## src/common/cachePkg.sv

```systemverilog
`default_nettype none

package cachePkg;

	// address split of a request
	localparam int TAG_WIDTH = 8;
	localparam int INDEX_WIDTH = 4;
	localparam int NUM_SETS = 1 << INDEX_WIDTH;

	typedef logic [TAG_WIDTH - 1 : 0] tagT;
	typedef logic [INDEX_WIDTH - 1 : 0] indexT;

	// line state as stored next to each tag
	typedef logic [1 : 0] lineStateT;

	localparam lineStateT LINE_INVALID = 2'd0;
	localparam lineStateT LINE_CLEAN = 2'd1;
	localparam lineStateT LINE_DIRTY = 2'd2;

	// request operation codes
	typedef logic [1 : 0] opT;

	localparam opT OP_READ = 2'd0;
	localparam opT OP_WRITE = 2'd1;
	localparam opT OP_INVALIDATE = 2'd2;

	// controller FSM states
	typedef enum logic [2 : 0] {
		IDLE,
		LOOKUP,
		ALLOCATE,
		UPDATE,
		RESPOND
	} ctrlStateT;

endpackage : cachePkg

`default_nettype wire

```

## src/rtl/cacheController.sv

```systemverilog
`timescale 1ns/100ps
`default_nettype none

module cacheController #(
	parameter int WAY_BITS = 2
) (
	input logic clock,
	input logic rst,
	input logic qValid,
	input cachePkg::opT qOp,
	input cachePkg::indexT qIndex,
	input cachePkg::tagT qTag,
	output logic qPop,
	input logic hit,
	input logic [WAY_BITS - 1 : 0] hitWay,
	input cachePkg::tagT tagOut,
	input cachePkg::lineStateT stateOut,
	input logic [WAY_BITS - 1 : 0] victimWay,
	output cachePkg::indexT lookupIndex,
	output cachePkg::tagT tagIn,
	output cachePkg::lineStateT stateIn,
	output logic writeTag,
	output logic writeState,
	output logic [WAY_BITS - 1 : 0] writeWay,
	output logic [WAY_BITS - 1 : 0] readWay,
	output cachePkg::indexT counterIndex,
	output logic advance,
	output logic rspValid,
	output logic rspHit,
	output logic [WAY_BITS - 1 : 0] rspWay,
	output cachePkg::tagT rspVictimTag,
	output cachePkg::lineStateT rspVictimState,
	output logic creditReturn
);

	import cachePkg::*;

	ctrlStateT state;
	ctrlStateT nextState;

	// request being served
	opT opReg;
	indexT indexReg;
	tagT tagReg;

	// lookup result
	logic hitReg;
	logic [WAY_BITS - 1 : 0] wayReg;
	tagT victimTagReg;
	lineStateT victimStateReg;

	logic needsAllocate;

	assign qPop = (state == IDLE) && qValid;

	// invalidates never allocate on a miss
	assign needsAllocate = !hit && (opReg != OP_INVALIDATE);

	always_comb begin
		nextState = state;
		case (state)
			IDLE: if (qValid) nextState = LOOKUP;
			LOOKUP: nextState = needsAllocate ? ALLOCATE : UPDATE;
			ALLOCATE: nextState = RESPOND;
			UPDATE: nextState = RESPOND;
			RESPOND: nextState = IDLE;
			default: nextState = IDLE;
		endcase
	end

	always_ff @(posedge clock) begin
		if (rst) begin
			state <= IDLE;
		end else begin
			state <= nextState;
		end
	end

	always_ff @(posedge clock) begin
		if (qPop) begin
			opReg <= qOp;
			indexReg <= qIndex;
			tagReg <= qTag;
		end
		if (state == LOOKUP) begin
			hitReg <= hit;
			wayReg <= hit ? hitWay : victimWay;
			// tag memory shows the victim way's contents on a miss
			victimTagReg <= tagOut;
			victimStateReg <= stateOut;
		end
	end

	// tag memory and counter are always addressed by the latched request
	assign lookupIndex = indexReg;
	assign counterIndex = indexReg;
	assign tagIn = tagReg;
	assign readWay = victimWay;
	assign writeWay = wayReg;

	// state to write, used by both ALLOCATE and UPDATE
	always_comb begin
		case (opReg)
			OP_WRITE: stateIn = LINE_DIRTY;
			OP_INVALIDATE: stateIn = LINE_INVALID;
			default: stateIn = LINE_CLEAN;
		endcase
	end

	assign writeTag = (state == ALLOCATE);
	assign advance = (state == ALLOCATE);

	// read hits and invalidate misses pass UPDATE without writing
	assign writeState = (state == ALLOCATE) ||
		((state == UPDATE) && hitReg && (opReg != OP_READ));

	assign rspValid = (state == RESPOND);
	assign creditReturn = (state == RESPOND);
	assign rspHit = hitReg;
	assign rspWay = wayReg;
	assign rspVictimTag = victimTagReg;
	assign rspVictimState = victimStateReg;

	// a hit response always names a valid line
	assert property (@(posedge clock) disable iff (rst)
		rspValid && rspHit |-> rspVictimState != LINE_INVALID)
		else $error("hit response reports an invalid line");

endmodule : cacheController

`default_nettype wire

```

## src/rtl/replacementCounter.sv

```systemverilog
`timescale 1ns/100ps
`default_nettype none

module replacementCounter #(
	parameter int WAY_BITS = 2
) (
	input logic clock,
	input logic rst,
	input cachePkg::indexT counterIndex,
	input logic advance,
	output logic [WAY_BITS - 1 : 0] victimWay
);

	import cachePkg::*;

	// one round-robin pointer per set
	logic [WAY_BITS - 1 : 0] counters [NUM_SETS];

	always_ff @(posedge clock) begin
		if (rst) begin
			for (int i = 0; i < NUM_SETS; i++) begin
				counters[i] <= '0;
			end
		end else if (advance) begin
			// wraps to way 0 past the last way
			counters[counterIndex] <= counters[counterIndex] + 1'b1;
		end
	end

	assign victimWay = counters[counterIndex];

endmodule : replacementCounter

`default_nettype wire

```

## src/rtl/requestQueue.sv

```systemverilog
`timescale 1ns/100ps
`default_nettype none

module requestQueue #(
	parameter int CREDITS = 2
) (
	input logic clock,
	input logic rst,
	input logic reqValid,
	input cachePkg::opT reqOp,
	input cachePkg::indexT reqIndex,
	input cachePkg::tagT reqTag,
	input logic qPop,
	output logic qValid,
	output cachePkg::opT qOp,
	output cachePkg::indexT qIndex,
	output cachePkg::tagT qTag
);

	import cachePkg::*;

	localparam int PTR_BITS = (CREDITS > 1) ? $clog2(CREDITS) : 1;
	localparam int COUNT_BITS = $clog2(CREDITS + 1);

	opT opMem [CREDITS];
	indexT indexMem [CREDITS];
	tagT tagMem [CREDITS];

	logic [PTR_BITS - 1 : 0] writePtr;
	logic [PTR_BITS - 1 : 0] readPtr;
	logic [COUNT_BITS - 1 : 0] count;

	// pointers wrap at the depth, which need not be a power of two
	function automatic logic [PTR_BITS - 1 : 0] nextPtr(input logic [PTR_BITS - 1 : 0] ptr);
		if (ptr == PTR_BITS'(CREDITS - 1)) begin
			return '0;
		end
		return ptr + 1'b1;
	endfunction

	// payload storage
	always_ff @(posedge clock) begin
		if (reqValid) begin
			opMem[writePtr] <= reqOp;
			indexMem[writePtr] <= reqIndex;
			tagMem[writePtr] <= reqTag;
		end
	end

	always_ff @(posedge clock) begin
		if (rst) begin
			writePtr <= '0;
			readPtr <= '0;
			count <= '0;
		end else begin
			if (reqValid) begin
				writePtr <= nextPtr(writePtr);
			end
			if (qPop) begin
				readPtr <= nextPtr(readPtr);
			end
			case ({reqValid, qPop})
				2'b10: count <= count + 1'b1;
				2'b01: count <= count - 1'b1;
				default: count <= count;
			endcase
		end
	end

	assign qValid = (count != '0);
	assign qOp = opMem[readPtr];
	assign qIndex = indexMem[readPtr];
	assign qTag = tagMem[readPtr];

	// requester pushed without holding a credit
	assert property (@(posedge clock) disable iff (rst) reqValid |-> count != COUNT_BITS'(CREDITS))
		else $error("request pushed into a full queue");

	assert property (@(posedge clock) disable iff (rst) qPop |-> qValid)
		else $error("pop from an empty queue");

endmodule : requestQueue

`default_nettype wire

```

## src/rtl/tagSubsystemTop.sv

```systemverilog
`timescale 1ns/100ps
`default_nettype none

module tagSubsystemTop #(
	parameter int WAY_BITS = 2,
	parameter int CREDITS = 2
) (
	input logic clock,
	input logic rst,
	input logic reqValid,
	input cachePkg::opT reqOp,
	input cachePkg::indexT reqIndex,
	input cachePkg::tagT reqTag,
	output logic rspValid,
	output logic rspHit,
	output logic [WAY_BITS - 1 : 0] rspWay,
	output cachePkg::tagT rspVictimTag,
	output cachePkg::lineStateT rspVictimState,
	output logic creditReturn
);

	import cachePkg::*;

	// queue to controller
	logic qValid;
	logic qPop;
	opT qOp;
	indexT qIndex;
	tagT qTag;

	// controller to tag memory
	indexT lookupIndex;
	tagT tagIn;
	lineStateT stateIn;
	logic writeTag;
	logic writeState;
	logic [WAY_BITS - 1 : 0] writeWay;
	logic [WAY_BITS - 1 : 0] readWay;

	// tag memory to controller
	logic hit;
	logic [WAY_BITS - 1 : 0] hitWay;
	tagT tagOut;
	lineStateT stateOut;

	// replacement
	indexT counterIndex;
	logic advance;
	logic [WAY_BITS - 1 : 0] victimWay;

	requestQueue #(.CREDITS(CREDITS)) queue (
		.clock(clock), .rst(rst),
		.reqValid(reqValid), .reqOp(reqOp), .reqIndex(reqIndex), .reqTag(reqTag),
		.qPop(qPop),
		.qValid(qValid), .qOp(qOp), .qIndex(qIndex), .qTag(qTag)
	);

	cacheController #(.WAY_BITS(WAY_BITS)) controller (
		.clock(clock), .rst(rst),
		.qValid(qValid), .qOp(qOp), .qIndex(qIndex), .qTag(qTag), .qPop(qPop),
		.hit(hit), .hitWay(hitWay), .tagOut(tagOut), .stateOut(stateOut),
		.victimWay(victimWay),
		.lookupIndex(lookupIndex), .tagIn(tagIn), .stateIn(stateIn),
		.writeTag(writeTag), .writeState(writeState),
		.writeWay(writeWay), .readWay(readWay),
		.counterIndex(counterIndex), .advance(advance),
		.rspValid(rspValid), .rspHit(rspHit), .rspWay(rspWay),
		.rspVictimTag(rspVictimTag), .rspVictimState(rspVictimState),
		.creditReturn(creditReturn)
	);

	replacementCounter #(.WAY_BITS(WAY_BITS)) replacement (
		.clock(clock), .rst(rst),
		.counterIndex(counterIndex), .advance(advance), .victimWay(victimWay)
	);

	setAssociativeTagMemory #(.WAY_BITS(WAY_BITS)) tagMemory (
		.clock(clock), .rst(rst),
		.lookupIndex(lookupIndex), .tagIn(tagIn), .stateIn(stateIn),
		.writeTag(writeTag), .writeState(writeState),
		.writeWay(writeWay), .readWay(readWay),
		.hit(hit), .hitWay(hitWay), .tagOut(tagOut), .stateOut(stateOut)
	);

endmodule : tagSubsystemTop

`default_nettype wire

```

## src/tagMemory/setAssociativeTagMemory.sv

```systemverilog
`timescale 1ns/100ps
`default_nettype none

module setAssociativeTagMemory #(
	parameter int WAY_BITS = 2
) (
	input logic clock,
	input logic rst,
	input cachePkg::indexT lookupIndex,
	input cachePkg::tagT tagIn,
	input cachePkg::lineStateT stateIn,
	input logic writeTag,
	input logic writeState,
	input logic [WAY_BITS - 1 : 0] writeWay,
	input logic [WAY_BITS - 1 : 0] readWay,
	output logic hit,
	output logic [WAY_BITS - 1 : 0] hitWay,
	output cachePkg::tagT tagOut,
	output cachePkg::lineStateT stateOut
);

	import cachePkg::*;

	localparam int NUM_WAYS = 1 << WAY_BITS;

	logic [NUM_WAYS - 1 : 0] wayHit;
	logic [NUM_WAYS - 1 : 0] wayWriteTag;
	logic [NUM_WAYS - 1 : 0] wayWriteState;
	tagT wayTag [NUM_WAYS];
	lineStateT wayState [NUM_WAYS];
	logic [WAY_BITS - 1 : 0] selectedWay;

	// index, tag and state go to every way alike
	for (genvar i = 0; i < NUM_WAYS; i++) begin : ways
		tagWay way (
			.clock(clock),
			.rst(rst),
			.index(lookupIndex),
			.tagIn(tagIn),
			.stateIn(stateIn),
			.writeTag(wayWriteTag[i]),
			.writeState(wayWriteState[i]),
			.hit(wayHit[i]),
			.tagOut(wayTag[i]),
			.stateOut(wayState[i])
		);
	end

	// write strobe demultiplexers
	always_comb begin
		wayWriteTag = '0;
		wayWriteState = '0;
		wayWriteTag[writeWay] = writeTag;
		wayWriteState[writeWay] = writeState;
	end

	assign hit = |wayHit;

	// number of the hitting way, zero when nothing hits
	always_comb begin
		hitWay = '0;
		for (int i = 0; i < NUM_WAYS; i++) begin
			if (wayHit[i]) begin
				hitWay = WAY_BITS'(i);
			end
		end
	end

	// on a miss the caller picks which way to look at
	assign selectedWay = hit ? hitWay : readWay;

	// output multiplexers
	assign tagOut = wayTag[selectedWay];
	assign stateOut = wayState[selectedWay];

	// a tag lives in at most one way of a set, so allocation must only follow a miss
	assert property (@(posedge clock) disable iff (rst) $onehot0(wayHit))
		else $error("tag present in more than one way of set %0d", lookupIndex);

endmodule : setAssociativeTagMemory

`default_nettype wire

```

## src/tagMemory/tagWay.sv

```systemverilog
`timescale 1ns/100ps
`default_nettype none

module tagWay (
	input logic clock,
	input logic rst,
	input cachePkg::indexT index,
	input cachePkg::tagT tagIn,
	input cachePkg::lineStateT stateIn,
	input logic writeTag,
	input logic writeState,
	output logic hit,
	output cachePkg::tagT tagOut,
	output cachePkg::lineStateT stateOut
);

	import cachePkg::*;

	// one entry per set
	tagT tags [NUM_SETS];
	lineStateT states [NUM_SETS];

	// tag storage, meaningless until the state says otherwise
	always_ff @(posedge clock) begin
		if (writeTag) begin
			tags[index] <= tagIn;
		end
	end

	// all lines start out invalid
	always_ff @(posedge clock) begin
		if (rst) begin
			for (int i = 0; i < NUM_SETS; i++) begin
				states[i] <= LINE_INVALID;
			end
		end else if (writeState) begin
			states[index] <= stateIn;
		end
	end

	// lookup is purely combinational
	assign tagOut = tags[index];
	assign stateOut = states[index];

	// an invalid line never hits, whatever its stale tag holds
	assign hit = (stateOut != LINE_INVALID) && (tagOut == tagIn);

endmodule : tagWay

`default_nettype wire
```

## config.mk

```make
export PLATFORM = sky130hd
export DESIGN_NAME = tagSubsystemTop
export DESIGN_NICKNAME = d
export VERILOG_FILES = /design/src/common/cachePkg.sv /design/src/rtl/cacheController.sv /design/src/rtl/replacementCounter.sv /design/src/rtl/requestQueue.sv /design/src/rtl/tagSubsystemTop.sv /design/src/tagMemory/setAssociativeTagMemory.sv /design/src/tagMemory/tagWay.sv
export SDC_FILE = /design/constraint.sdc
export NUM_CORES = 1
export LEC_CHECK = 0
export ABC_AREA = 1
export BUFFER_PORTS_ARGS = -buffer_cell sky130_fd_sc_hd__buf_4
export CORE_MARGIN = 3
export CORE_UTILIZATION = 41
export CTS_CLUSTER_DIAMETER = 80
export DETAILED_ROUTE_END_ITERATION = 8
export GPL_TIMING_DRIVEN = 0
export MAX_ROUTING_LAYER = met4
export SKIP_LAST_GASP = 1
export SLEW_MARGIN = 10
export SYNTH_ARGS = -nofsm -noshare
export SYNTH_HDL_FRONTEND = slang
export SYNTH_HIERARCHICAL = 1
export SYNTH_SLANG_ARGS = --single-unit
```

## constraint.sdc

```tcl
create_clock -name clock -period 3.66 [get_ports clock]
set_input_delay 0.915 -clock clock [delete_from_list [all_inputs] [get_ports clock]]
set_output_delay 0.915 -clock clock [all_outputs]
set_load 0.005 [all_outputs]
```

==> Yosys cells after proc, flatten, opt, wreduce, memory -nomap -nowiden <==
Memories as Yosys holds them, arrays and structs flattened. A register that Yosys moved wholly into a read port is not among the register bits.
Index checks and enable logic that the tools add are counted.
{ "word_totals": {"ff_bits": 20, "ram_bits": 700, "inputBits": 17, "output_inout_bits": 15, "elab_cells": 140, "memories": 12} }
{ "mem_list": {"columns": ["name", "depth", "width", "rd", "rd_clocked_by_memory_dff", "write_ports", "line", "rtl"], "rows": [
  ["tagMemory.ways[0].way.tags", 16, 8, 1, 0, 1, "tagWay.sv:20", "tagT tags [NUM_SETS];"],
  ["tagMemory.ways[1].way.tags", 16, 8, 1, 0, 1, "tagWay.sv:20", null],
  ["tagMemory.ways[2].way.tags", 16, 8, 1, 0, 1, "tagWay.sv:20", null],
  ["tagMemory.ways[3].way.tags", 16, 8, 1, 0, 1, "tagWay.sv:20", null],
  ["replacement.counters", 16, 2, 1, 0, 16, "replacementCounter.sv:17", "logic [WAY_BITS - 1 : 0] counters [NUM_SETS];"],
  ["tagMemory.ways[0].way.states", 16, 2, 1, 0, 16, "tagWay.sv:21", "lineStateT states [NUM_SETS];"],
  ["+6 memories", null, null, null, null, null, null, null]
]} }
{ "classes": {"n_addsub": 5, "magnitude_cmp": 3, "n_eq_ne": 14, "mux": 69, "n_bitwise": 3, "reduce_logical": 26} }
{ "op_table": {"columns": ["operator", "n"], "rows": [
  ["1-bit 2-to-1 mux", 45],
  ["8-bit equality test", 4],
  ["2-bit 2-to-1 mux", 10],
  ["4-bit 2-to-1 mux", 5],
  ["8-bit binary-select mux with 2-bit select", 1],
  ["8-bit 2-to-1 mux", 2],
  ["2-bit nonzero test", 7],
  ["2-bit OR reduction", 6],
  ["1-bit logical AND", 9],
  ["3-bit case mux with 3 select lines", 1],
  ["4-bit bitwise AND", 2],
  ["2-bit case mux with 2 select lines", 2],
  ["3-bit by 2-bit equality test with 1-bit output (second input constant)", 2],
  ["2-bit by 1-bit adder with 2-bit output (second input constant)", 2],
  ["2-bit binary-select mux with 2-bit select", 1],
  ["2-bit by 1-bit equality test with 1-bit output (second input constant)", 2],
  ["2-bit equality test (second input constant)", 2],
  ["4-bit OR reduction", 1],
  ["3-bit by 1-bit equality test with 1-bit output (second input constant)", 1],
  ["3-bit equality test (second input constant)", 1],
  ["3-bit >= comparator (second input constant)", 1],
  ["3-bit logical NOT", 1],
  ["2-bit by 3-bit less-than comparator with 1-bit output (second input constant)", 1],
  ["3-bit 2-to-1 mux", 1],
  ["9 further kinds", 10]
]} }

==> Logic depth before layout (Yosys ltp) <==
Gate-level depths: netlist of the first run.
An unclocked memory read counts as a cell.
{ "depth": {"ltp_word": 11, "depth_mapped": 23, "ltp_nobuf": 19} }

==> Hierarchy <==
Netlist of the first run, hierarchy kept.
{ "modules_own_cells": {"columns": ["module", "instances", "cells_per_inst", "area_each_um2", "seq_area_each_um2"], "rows": [
  ["tagWay", 4, 722, 7085.5, 4804.6],
  ["replacementCounter", 1, 213, 1745.4, 960.9],
  ["requestQueue", 1, 74, 1229.9, 940.9],
  ["cacheController", 1, 71, 1116.1, 870.8],
  ["setAssociativeTagMemory", 1, 140, 738.2, 0.0]
]} }

==> Least setup slack after synthesis of the first run <==
No wires, ideal clock.
{ "synth_path": {"kind": "reg-to-reg", "start": "reg controller.indexReg[0], in the netlist controller/counterIndex[0], read port of queue.indexMem", "end": "reg controller.victimStateReg[0], in the netlist controller/rspVictimState[0], data pin", "setup_ps": 253, "arrival_ps": 2497, "t_required_ps": 3407, "setup_slack_ps": 910, "path_stages_with_launch": 19, "n_path_buf": 4, "synth_period_minus_slack_ps": 2750, "cell_sequence": "edfxtp_1 -> buf_4 -> buf_4 -> nor2_2 -> buf_2 -> nand2_1 -> nand4_1 -> nand2_1 -> nand2_1 -> o21ai_0 -> nand2_1 -> nand3_1 -> nor2_1 -> inv_2 -> a21oi_4 -> buf_4 -> nand3_1 -> nand3_2 -> nand2_1"} }
{ "synth_via": {"elab_cells_between_ends": 30, "classes_between": "eq/ne: 4; mux: 7; bitwise: 1; reduce/logical: 9; memory: 9"} }
{ "synth_lines": {"columns": ["element", "line", "rtl"], "rows": [
  ["start, declared", "cacheController.sv:43", "indexT indexReg;"],
  ["memory 16 x 8 bit / memory 16 x 2 bit (equally long branches)", null, null],
  ["8-bit equality test / 2-bit nonzero test (equally long branches)", "tagWay.sv:46", "assign hit = (stateOut != LINE_INVALID) && (tagOut == tagIn);"],
  ["1-bit logical AND *", "tagWay.sv:46", null],
  ["named net tagMemory.wayHit[2]", "setAssociativeTagMemory.sv:26", "logic [NUM_WAYS - 1 : 0] wayHit;"],
  ["2-bit 2-to-1 mux (2 in a row)", "setAssociativeTagMemory.sv:63", "if (wayHit[i]) begin"],
  ["2-bit 2-to-1 mux *", "setAssociativeTagMemory.sv:70", "assign selectedWay = hit ? hitWay : readWay;"],
  ["2-bit inverter with 3-bit output (implied by the code) *", "setAssociativeTagMemory.sv:74", "assign stateOut = wayState[selectedWay];"],
  ["2-bit binary-select mux with 2-bit select *", "setAssociativeTagMemory.sv:74", null],
  ["2-bit 2-to-1 mux (implied by the code) * (2 in a row)", "setAssociativeTagMemory.sv:74", null],
  ["named net stateOut[0]", "tagSubsystemTop.sv:44", "lineStateT stateOut;"],
  ["end signal, assigned", "cacheController.sv:90", "victimStateReg <= stateOut;"],
  ["end, declared", "cacheController.sv:50", "lineStateT victimStateReg;"]
]} }
Mark *: on every way through the listed nets, which the timed path passes. The rest lies on a longest branch. The select of a mux whose other input is x is not followed.
A chain may end at the register's enable or synchronous reset.

==> Final worst setup path of the first run <==
{ "layout_path": {"start": "reg controller.indexReg[1], in the netlist controller/counterIndex[1], read port of queue.indexMem", "end": "reg controller.victimTagReg[3], in the netlist controller/rspVictimTag[3], data pin"} }
{ "layout_via": {"elab_cells_between_ends": 30, "classes_between": "eq/ne: 4; mux: 7; bitwise: 1; reduce/logical: 9; memory: 9"} }
{ "layout_lines": {"columns": ["element", "line", "rtl"], "rows": [
  ["memory 16 x 8 bit / memory 16 x 2 bit (equally long branches)", null, null],
  ["8-bit equality test / 2-bit nonzero test (equally long branches)", "tagWay.sv:46", null],
  ["1-bit logical AND *", "tagWay.sv:46", null],
  ["named net tagMemory.wayHit[2]", "setAssociativeTagMemory.sv:26", null],
  ["2-bit 2-to-1 mux (2 in a row)", "setAssociativeTagMemory.sv:63", null],
  ["2-bit 2-to-1 mux *", "setAssociativeTagMemory.sv:70", null],
  ["2-bit inverter with 3-bit output (implied by the code) *", "setAssociativeTagMemory.sv:73", "assign tagOut = wayTag[selectedWay];"],
  ["8-bit binary-select mux with 2-bit select *", "setAssociativeTagMemory.sv:73", null],
  ["8-bit 2-to-1 mux (implied by the code) * (2 in a row)", "setAssociativeTagMemory.sv:73", null],
  ["named net tagOut[3]", "tagSubsystemTop.sv:43", "tagT tagOut;"],
  ["end signal, assigned", "cacheController.sv:89", "victimTagReg <= tagOut;"],
  ["end, declared", "cacheController.sv:49", "tagT victimTagReg;"]
]} }
Marks and branches as above.

==> impl_metrics.csv, run 1 <==
group,metric,value,unit
grt,grt_pass1_vias,22511,
setup_path,cp-end-kind,"register",
power,intPower,0.0181,W
sta,finalHoldViolCount,0,
setup_path,slowest_delay,390,ps
setup_path,path_cells,"buf_6 -> clkbuf_4 -> nor2_4 -> clkbuf_4 -> nand2_1 -> nand4_1 -> nand2_1 -> nand2_1 -> nor2_2 -> nand2_1 -> nand2_1 -> nand3_1 -> nor2_2 -> inv_2 -> a21oi_4 -> buf_4 -> nand3_1 -> nand3_1 -> nand2_1",
setup_path,rr_startpoint,"controller/counterIndex[1]",
sta,slew_viol_final,0,
power,switchingPower,0.0115,W
clock_network,clkSlewWorstSetupHoldPaths,60,ps
die,die_x,290,µm
routing,final_antenna_net_count,0,
die,io-pin-count,32,
grt,grt_max_degree,27,
final_layout,syn_to_final_growth,15.6,%
die,die_h,290,µm
routing,drt-initial-drc-count,2189,
power,seqPwrFrac,36.3,%
setup_path,cpMostUsedCell,"nand2_1",
synth,yosysUniqueCellTypes,34,
routing,dr.pass1.iters,5,
setup_path,reg2reg_to,"controller/rspVictimTag[3]",
routing,drc,0,
power,clkPwrFrac,26.2,%
setup_path,ff2ff_setup_slack,100,ps
power,powerDensity,772,nW/µm²
final_layout,drive_above_1_share,12.9,%
worst_hold_path,hold_end,"queue/indexMem[0][3]",
clock_network,cts_tree,"done",
worst_hold_path,hp-start,"reqIndex[3]",
synth,synth_top_cell_by_area,"edfxtp_1",
clock_network,htreeDepth,3,
worst_hold_path,holdPathStages,1,
synth,yosysSeqAreaShare,66.3,%
placed_design,place_ws,-194,ps
clock_network,post_cts_buffers,0,
routing,num_vias,23803,
job,maxCapViolations,0,
final_layout,nFillCells,7251,
final_layout,final_nets,3561,
power,ir_drop,0.000477,V
routing,drt_wl_total,88.5,mm
grt,grt_pass1_wl,134,mm
power,leakagePower,15.9,nW
power,p_sw_share,38.9,%
power,total_power,0.0296,W
placed_design,port_buffers,31,
synth,syn_nets,3407,
clock_network,cts_num_sinks,735,
final_layout,fin_area,38300,µm²
synth,async_reset_ff_share,0,%
routing,wl_per_cell,19.0,µm
final_layout,fin_util,48.2,%
synth,synth-edff-count,727,
synth,yosysWarningCount,6,
die,coreArea,79500,µm²
placed_design,place_area,35700,µm²
setup_path,crit_required,4030,ps
sta,setup_ws,103,ps
setup_path,cp_max_fo,16,
die,dieArea,84400,µm²
synth,yosysMostFrequentCell,"nand2_1",
sta,layout_min_cycle_time,3560,ps
synth,synth.avg_cell_area,9.80,µm²
grt,antenna_found_initial,1,
sta,fin_hold_ws,476,ps
grt,grt_overflow,0,
clock_network,cts_made_buffers,79,
setup_path,slowest_stage,"edfxtp_1",
routing,vias_per_cell,5.11,
sta,setup_viol,0,
setup_path,cp-start-kind,"register",
setup_path,reg2reg_depth,19,
clock_network,clk_latency,640,ps
setup_path,path_class,"reg2reg",
placed_design,gp_congestion,0.856,
synth,synth_area_leaders,"edfxtp_1 66%, nand2_1 20%, nor2_1 2.7%",
die,start_util,41.7,%
synth,synthCells,3386,
synth,synth_common_cells,"1730 x nand2_1, 727 x edfxtp_1, 238 x nor2_1, 176 x inv_1, 108 x nand3_1",
sta,finalCritPeriodShare,97.2,%
sta,max_slew_margin,11.9,%
die,fp-row-count,103,
clock_network,cts_hold_buffers,0,
status,status,"finished clean",
synth,netlist_area,33200,µm²
worst_hold_path,min_path_type,"in2reg",
setup_path,cp.arrival,3930,ps
placed_design,place_hpwl,59.3,mm
power,combPwrFrac,37.5,%
grt,grt.total_usage,21.3,%
synth,netlist.area_leader.share,65.8,%
synth,synth_ff_type,"edfxtp_1",
sta,fmax,0.281,GHz
sta,worst_slew_pin_slew,1310,ps
sta,clock-skew-final,30.2,ps
synth,ys_ff_latch,735,
clock_network,clockBufferDepth,3,
clock_network,cts_root_buffer,"clkbuf_16",
## sequential cells by signal, summed over array words and instances, names as in the netlist, 2 cells and up, named ones only
signal                     cells
controller/rspWay              2
tagMemory/ways.way/states    128
queue/indexMem                 8
queue/count                    2
controller/rspVictimState      2
controller/rspVictimTag        8
replacement/counters          32
controller/state               3
controller/opReg               2
controller/tagIn               8
tagMemory/ways.way/tags      512
queue/opMem                    4
controller/counterIndex        4
queue/tagMem                  16
## worst max-delay path: cells and delay by family, from the launching register on
kind	cells	cell delay, ps
buffers and inverters	5	1070
AO/OA/AOI/OAI	1	180
AND/OR/NAND/NOR	13	1620
flip-flops	1	390
## layer usage
metal  part of all wire (%)  track usage (%)  vias up
li1                       -                -    11381
met1                     43             28.5    11364
met2                     47             33.9      900
met3                    7.3             3.08      158
met4                    2.4             6.59        0
met5                      0                -        -
## power by group through the flow
stage / Sequential, W / Clock (W) / Combinational [W]
floorplan: 0.0110 / 0 / 0.00639
global placement: 0.0117 / 0 / 0.00947
detailed placement: 0.0109 / 0 / 0.0109
CTS: 0.0107 / 0.00792 / 0.0109
global route: 0.0108 / 0.00826 / 0.0122
finish: 0.0108 / 0.00775 / 0.0111
## per-stage QoR
step / TNS (ps) / cells
after global placement: -12010 / 4467
final: 0 / 4657
after global routing: -109 / 4657
after CTS: 0 / 4656
after floorplan: 0 / 3386
after detailed placement: -3850 / 4509
## kinds of logic (layout without fill, tap and decap cells)
group,count (synthesis),after routing,synth area share (%)
buffers and inverters,340,560,5.03
AO/OA/AOI/OAI,25,25,0.539
flip-flops,735,735,66.3
XOR/XNOR,1,1,0.0264
other,0,1,0
adder cells (fa/ha/maj),4,4,0.151
multiplexers,14,14,0.475
AND/OR/NAND/NOR,2267,2267,27.5
## worst max path at each step
stage | startpoint | end | slack, ps | cells after the start
6_report | controller/counterIndex[1] | controller/rspVictimTag[3] | 100 | 19
3_3_place_gp | controller/tagIn[5] | controller/rspVictimTag[3] | -560 | 11
2_1_floorplan | controller/counterIndex[0] | controller/rspVictimState[0] | 910 | 18
5_1_grt | controller/counterIndex[1] | controller/rspVictimTag[6] | -20 | 19
3_5_place_dp | controller/counterIndex[2] | controller/rspVictimTag[3] | -190 | 18
4_1_cts | controller/counterIndex[2] | controller/rspVictimTag[3] | 2 | 17
## final cells by class
class	instances	area, µm²	area share [%]
Multi-Input combinational cell	2311	9890	25.8
Antenna cell	1	2.50	0.00653
Clock inverter	53	408	1.06
Clock buffer	94	2120	5.52
Timing Repair Buffer	73	921	2.40
Buffer	149	987	2.57
Sequential cell	735	22000	57.3
Tap cell	1050	1310	3.43
Inverter	191	722	1.88
## what timing repair did
action | 4_1_cts | 5_1_grt
cloned | 0 | 0
gates resized for setup | 9 | 32
setup endpoints to repair | 28 | 13
## layout by cell type, fill, tap and decap left out, types with 2 or more instances in the layout
master / count
ha_1: 4
o21ai_0: 9
a21oi_4: 2
inv_1: 176
or2_2: 2
clkbuf_16: 83
nand3b_1: 4
nor3_2: 63
nor2_4: 12
buf_6: 30
nor2_2: 23
clkbuf_1: 40
clkinv_1: 23
buf_8: 14
buf_4: 74
inv_2: 12
bufinv_16: 5
buf_16: 13
dfxtp_1: 8
nor2_1: 228
nand2_2: 17
clkinv_2: 16
nand2_1: 1727
buf_2: 48
clkbuf_4: 5
clkinvlp_4: 4
clkbuf_2: 8
mux2_2: 14
edfxtp_1: 727
nand3_1: 108
nor3_1: 16
o21bai_1: 12
nand3_2: 10
inv_6: 6
nand4_1: 54
(Power assumes the default switching activity.)
==> run 2: changes to the inputs <==
--- a/config.mk
+++ b/config.mk
@@ -13,6 +13,7 @@
 export DETAILED_ROUTE_END_ITERATION = 8
 export GPL_TIMING_DRIVEN = 0
 export MAX_ROUTING_LAYER = met4
+export PLACE_DENSITY = 0.61
 export SKIP_LAST_GASP = 1
 export SLEW_MARGIN = 10
 export SYNTH_ARGS = -nofsm -noshare
==> impl_metrics.csv, run 2 (synthesized netlist as in run 1, its figures left out) <==
group,metric,value,unit
setup_path,cp_max_fo,16,
sta,finalHoldViolCount,0,
die,die_h,290,µm
routing,dr.pass1.iters,8,
sta,worst_slew_pin_slew,931,ps
die,start_util,41.7,%
clock_network,cts_made_buffers,79,
grt,grt_max_degree,27,
status,status,"finished clean",
grt,grt.total_usage,21.1,%
setup_path,critPathCapture,"controller/rspVictimTag[6]",
die,die_x,290,µm
routing,num_vias,23741,
clock_network,clockBufferDepth,3,
die,dieArea,84400,µm²
placed_design,dp.cells,4516,
sta,clock-skew-final,23.9,ps
grt,grt_overflow,0,
final_layout,drive_above_1_share,13.1,%
setup_path,cp-start-kind,"register",
final_layout,top_register,"tagMemory/ways.way/tags",
final_layout,top_regs,"tagMemory/ways.way/tags: 512 flops, tagMemory/ways.way/states: 128 flops, replacement/counters: 32 flops",
setup_path,cp-startpoint,"controller/counterIndex[2]",
routing,wl_per_cell,18.8,µm
routing,drt_wl_total,87.5,mm
final_layout,nFillCells,7286,
setup_path,slowest_stage,"edfxtp_1",
setup_path,cpMostUsedCell,"nand2_1",
die,io-pin-count,32,
final_layout,syn_to_final_growth,15.8,%
final_layout,n_antenna_cell,0,
power,powerDensity,771,nW/µm²
clock_network,cts_num_sinks,735,
grt,grt_pass1_vias,22553,
setup_path,crit_required,4030,ps
clock_network,cts_root_buffer,"clkbuf_16",
power,total_power,0.0296,W
sta,max_slew_margin,37.6,%
setup_path,path_class,"reg2reg",
sta,fmax,0.285,GHz
setup_path,cp-end-kind,"register",
final_layout,final_nets,3570,
sta,fin_hold_ws,482,ps
power,leakagePower,15.9,nW
routing,drc,0,
sta,layout_min_cycle_time,3510,ps
clock_network,htreeDepth,3,
final_layout,largest_reg_flops,512,
routing,vias_per_cell,5.09,
grt,antenna_found_initial,0,
final_layout,fin_util,48.3,%
routing,drt-initial-drc-count,2289,
sta,setup_viol,0,
setup_path,reg2reg_depth,18,
setup_path,slowest_delay,450,ps
die,coreArea,79500,µm²
placed_design,port_buffers,31,
placed_design,gp_congestion,0.856,
setup_path,ff2ff_setup_slack,150,ps
setup_path,rr_startpoint,"controller/counterIndex[2]",
sta,slew_viol_final,0,
power,ir_drop,0.000384,V
placed_design,place_hpwl,58.8,mm
sta,fin_setup_tns,0,ps
setup_path,reg2reg_to,"controller/rspVictimTag[6]",
final_layout,instances_no_fill,4660,
job,maxCapViolations,0,
clock_network,clkSlewWorstSetupHoldPaths,60,ps
grt,grt_pass1_wl,133,mm
clock_network,cts_tree,"done",
setup_path,cp.arrival,3880,ps
worst_hold_path,min_path_type,"in2reg",
final_layout,mostFrequentLayoutCells,"1727 x nand2_1, 727 x edfxtp_1, 227 x nor2_1, 176 x inv_1, 108 x nand3_1",
routing,final_antenna_net_count,0,
sta,finalCritPeriodShare,96.0,%
final_layout,final_common_cell,"nand2_1",
clock_network,clk_latency,630,ps
die,fp-row-count,103,
setup_path,path_cells,"buf_8 -> nand2_1 -> inv_1 -> clkbuf_4 -> nand2_1 -> nand2_1 -> nor2_1 -> nand2_1 -> nand2_1 -> nor2_1 -> nand3_1 -> nor2_2 -> inv_2 -> a21oi_4 -> buf_4 -> nand3_1 -> nand3_1 -> nand2_1",
run 2: final cells by class:
class	count	area (µm²)	share of cell area [%]
timing repair buffer	82	935	2.43
clock inverter	45	495	1.29
multi-input combinational	2311	9900	25.8
tap	1050	1310	3.42
inverter	191	722	1.88
buffer	149	1020	2.64
sequential	735	22000	57.2
clock buffer	97	2040	5.32
run 2: worst max-delay path, delay by kind of cell (launching register included):
kind	cells	cell delay (ps)
AND/OR/NAND/NOR	12	1580
AO/OA/AOI/OAI	1	170
buffers and inverters	5	1040
flip-flops	1	450
run 2: how the worst min path moves through the flow:
| stage | start | to | slack, ps | cells past startpoint |
|---|---|---|---|---|
| floorplan | queue/count[1] | queue/count[1] | 470 | 2 |
| global placement | queue/count[1] | queue/count[1] | 490 | 2 |
| detailed placement | queue/count[1] | queue/count[1] | 500 | 2 |
| CTS | reqIndex[0] | queue/indexMem[1][0] | 450 | 1 |
| global route | reqIndex[0] | queue/indexMem[0][0] | 450 | 1 |
| finish | reqIndex[0] | queue/indexMem[1][0] | 480 | 1 |
run 2: per-stage QoR:
step | setup slack, ps | area [µm²]
final | 146 | 38400
after global routing | -8.61 | 38400
after CTS | -63.4 | 38300
after detailed placement | -290 | 35700
after global placement | -637 | 34700
after floorplan | 910 | 33200
run 2: where the power goes:
| part | internal (W) | switching [W] |
|---|---|---|
| Clock | 0.00462 | 0.00323 |
| Sequential | 0.0103 | 0.000410 |
| Combinational | 0.00323 | 0.00777 |
run 2: layer usage:
metal | vias to the layer above | share of wire (%) | global-route usage (%)
li1 | 11408 | - | -
met1 | 11263 | 43 | 28.3
met2 | 889 | 46 | 33.1
met3 | 181 | 7.4 | 3.60
met4 | 0 | 3.2 | 6.40
met5 | - | 0 | -
run 2: timing repair:
item                                    in CTS  in global routing
endpoints found under the setup margin      36                 13
buffers inserted                             0                  2
hold buffers                                 0                  0
gates resized for setup                     11                 42
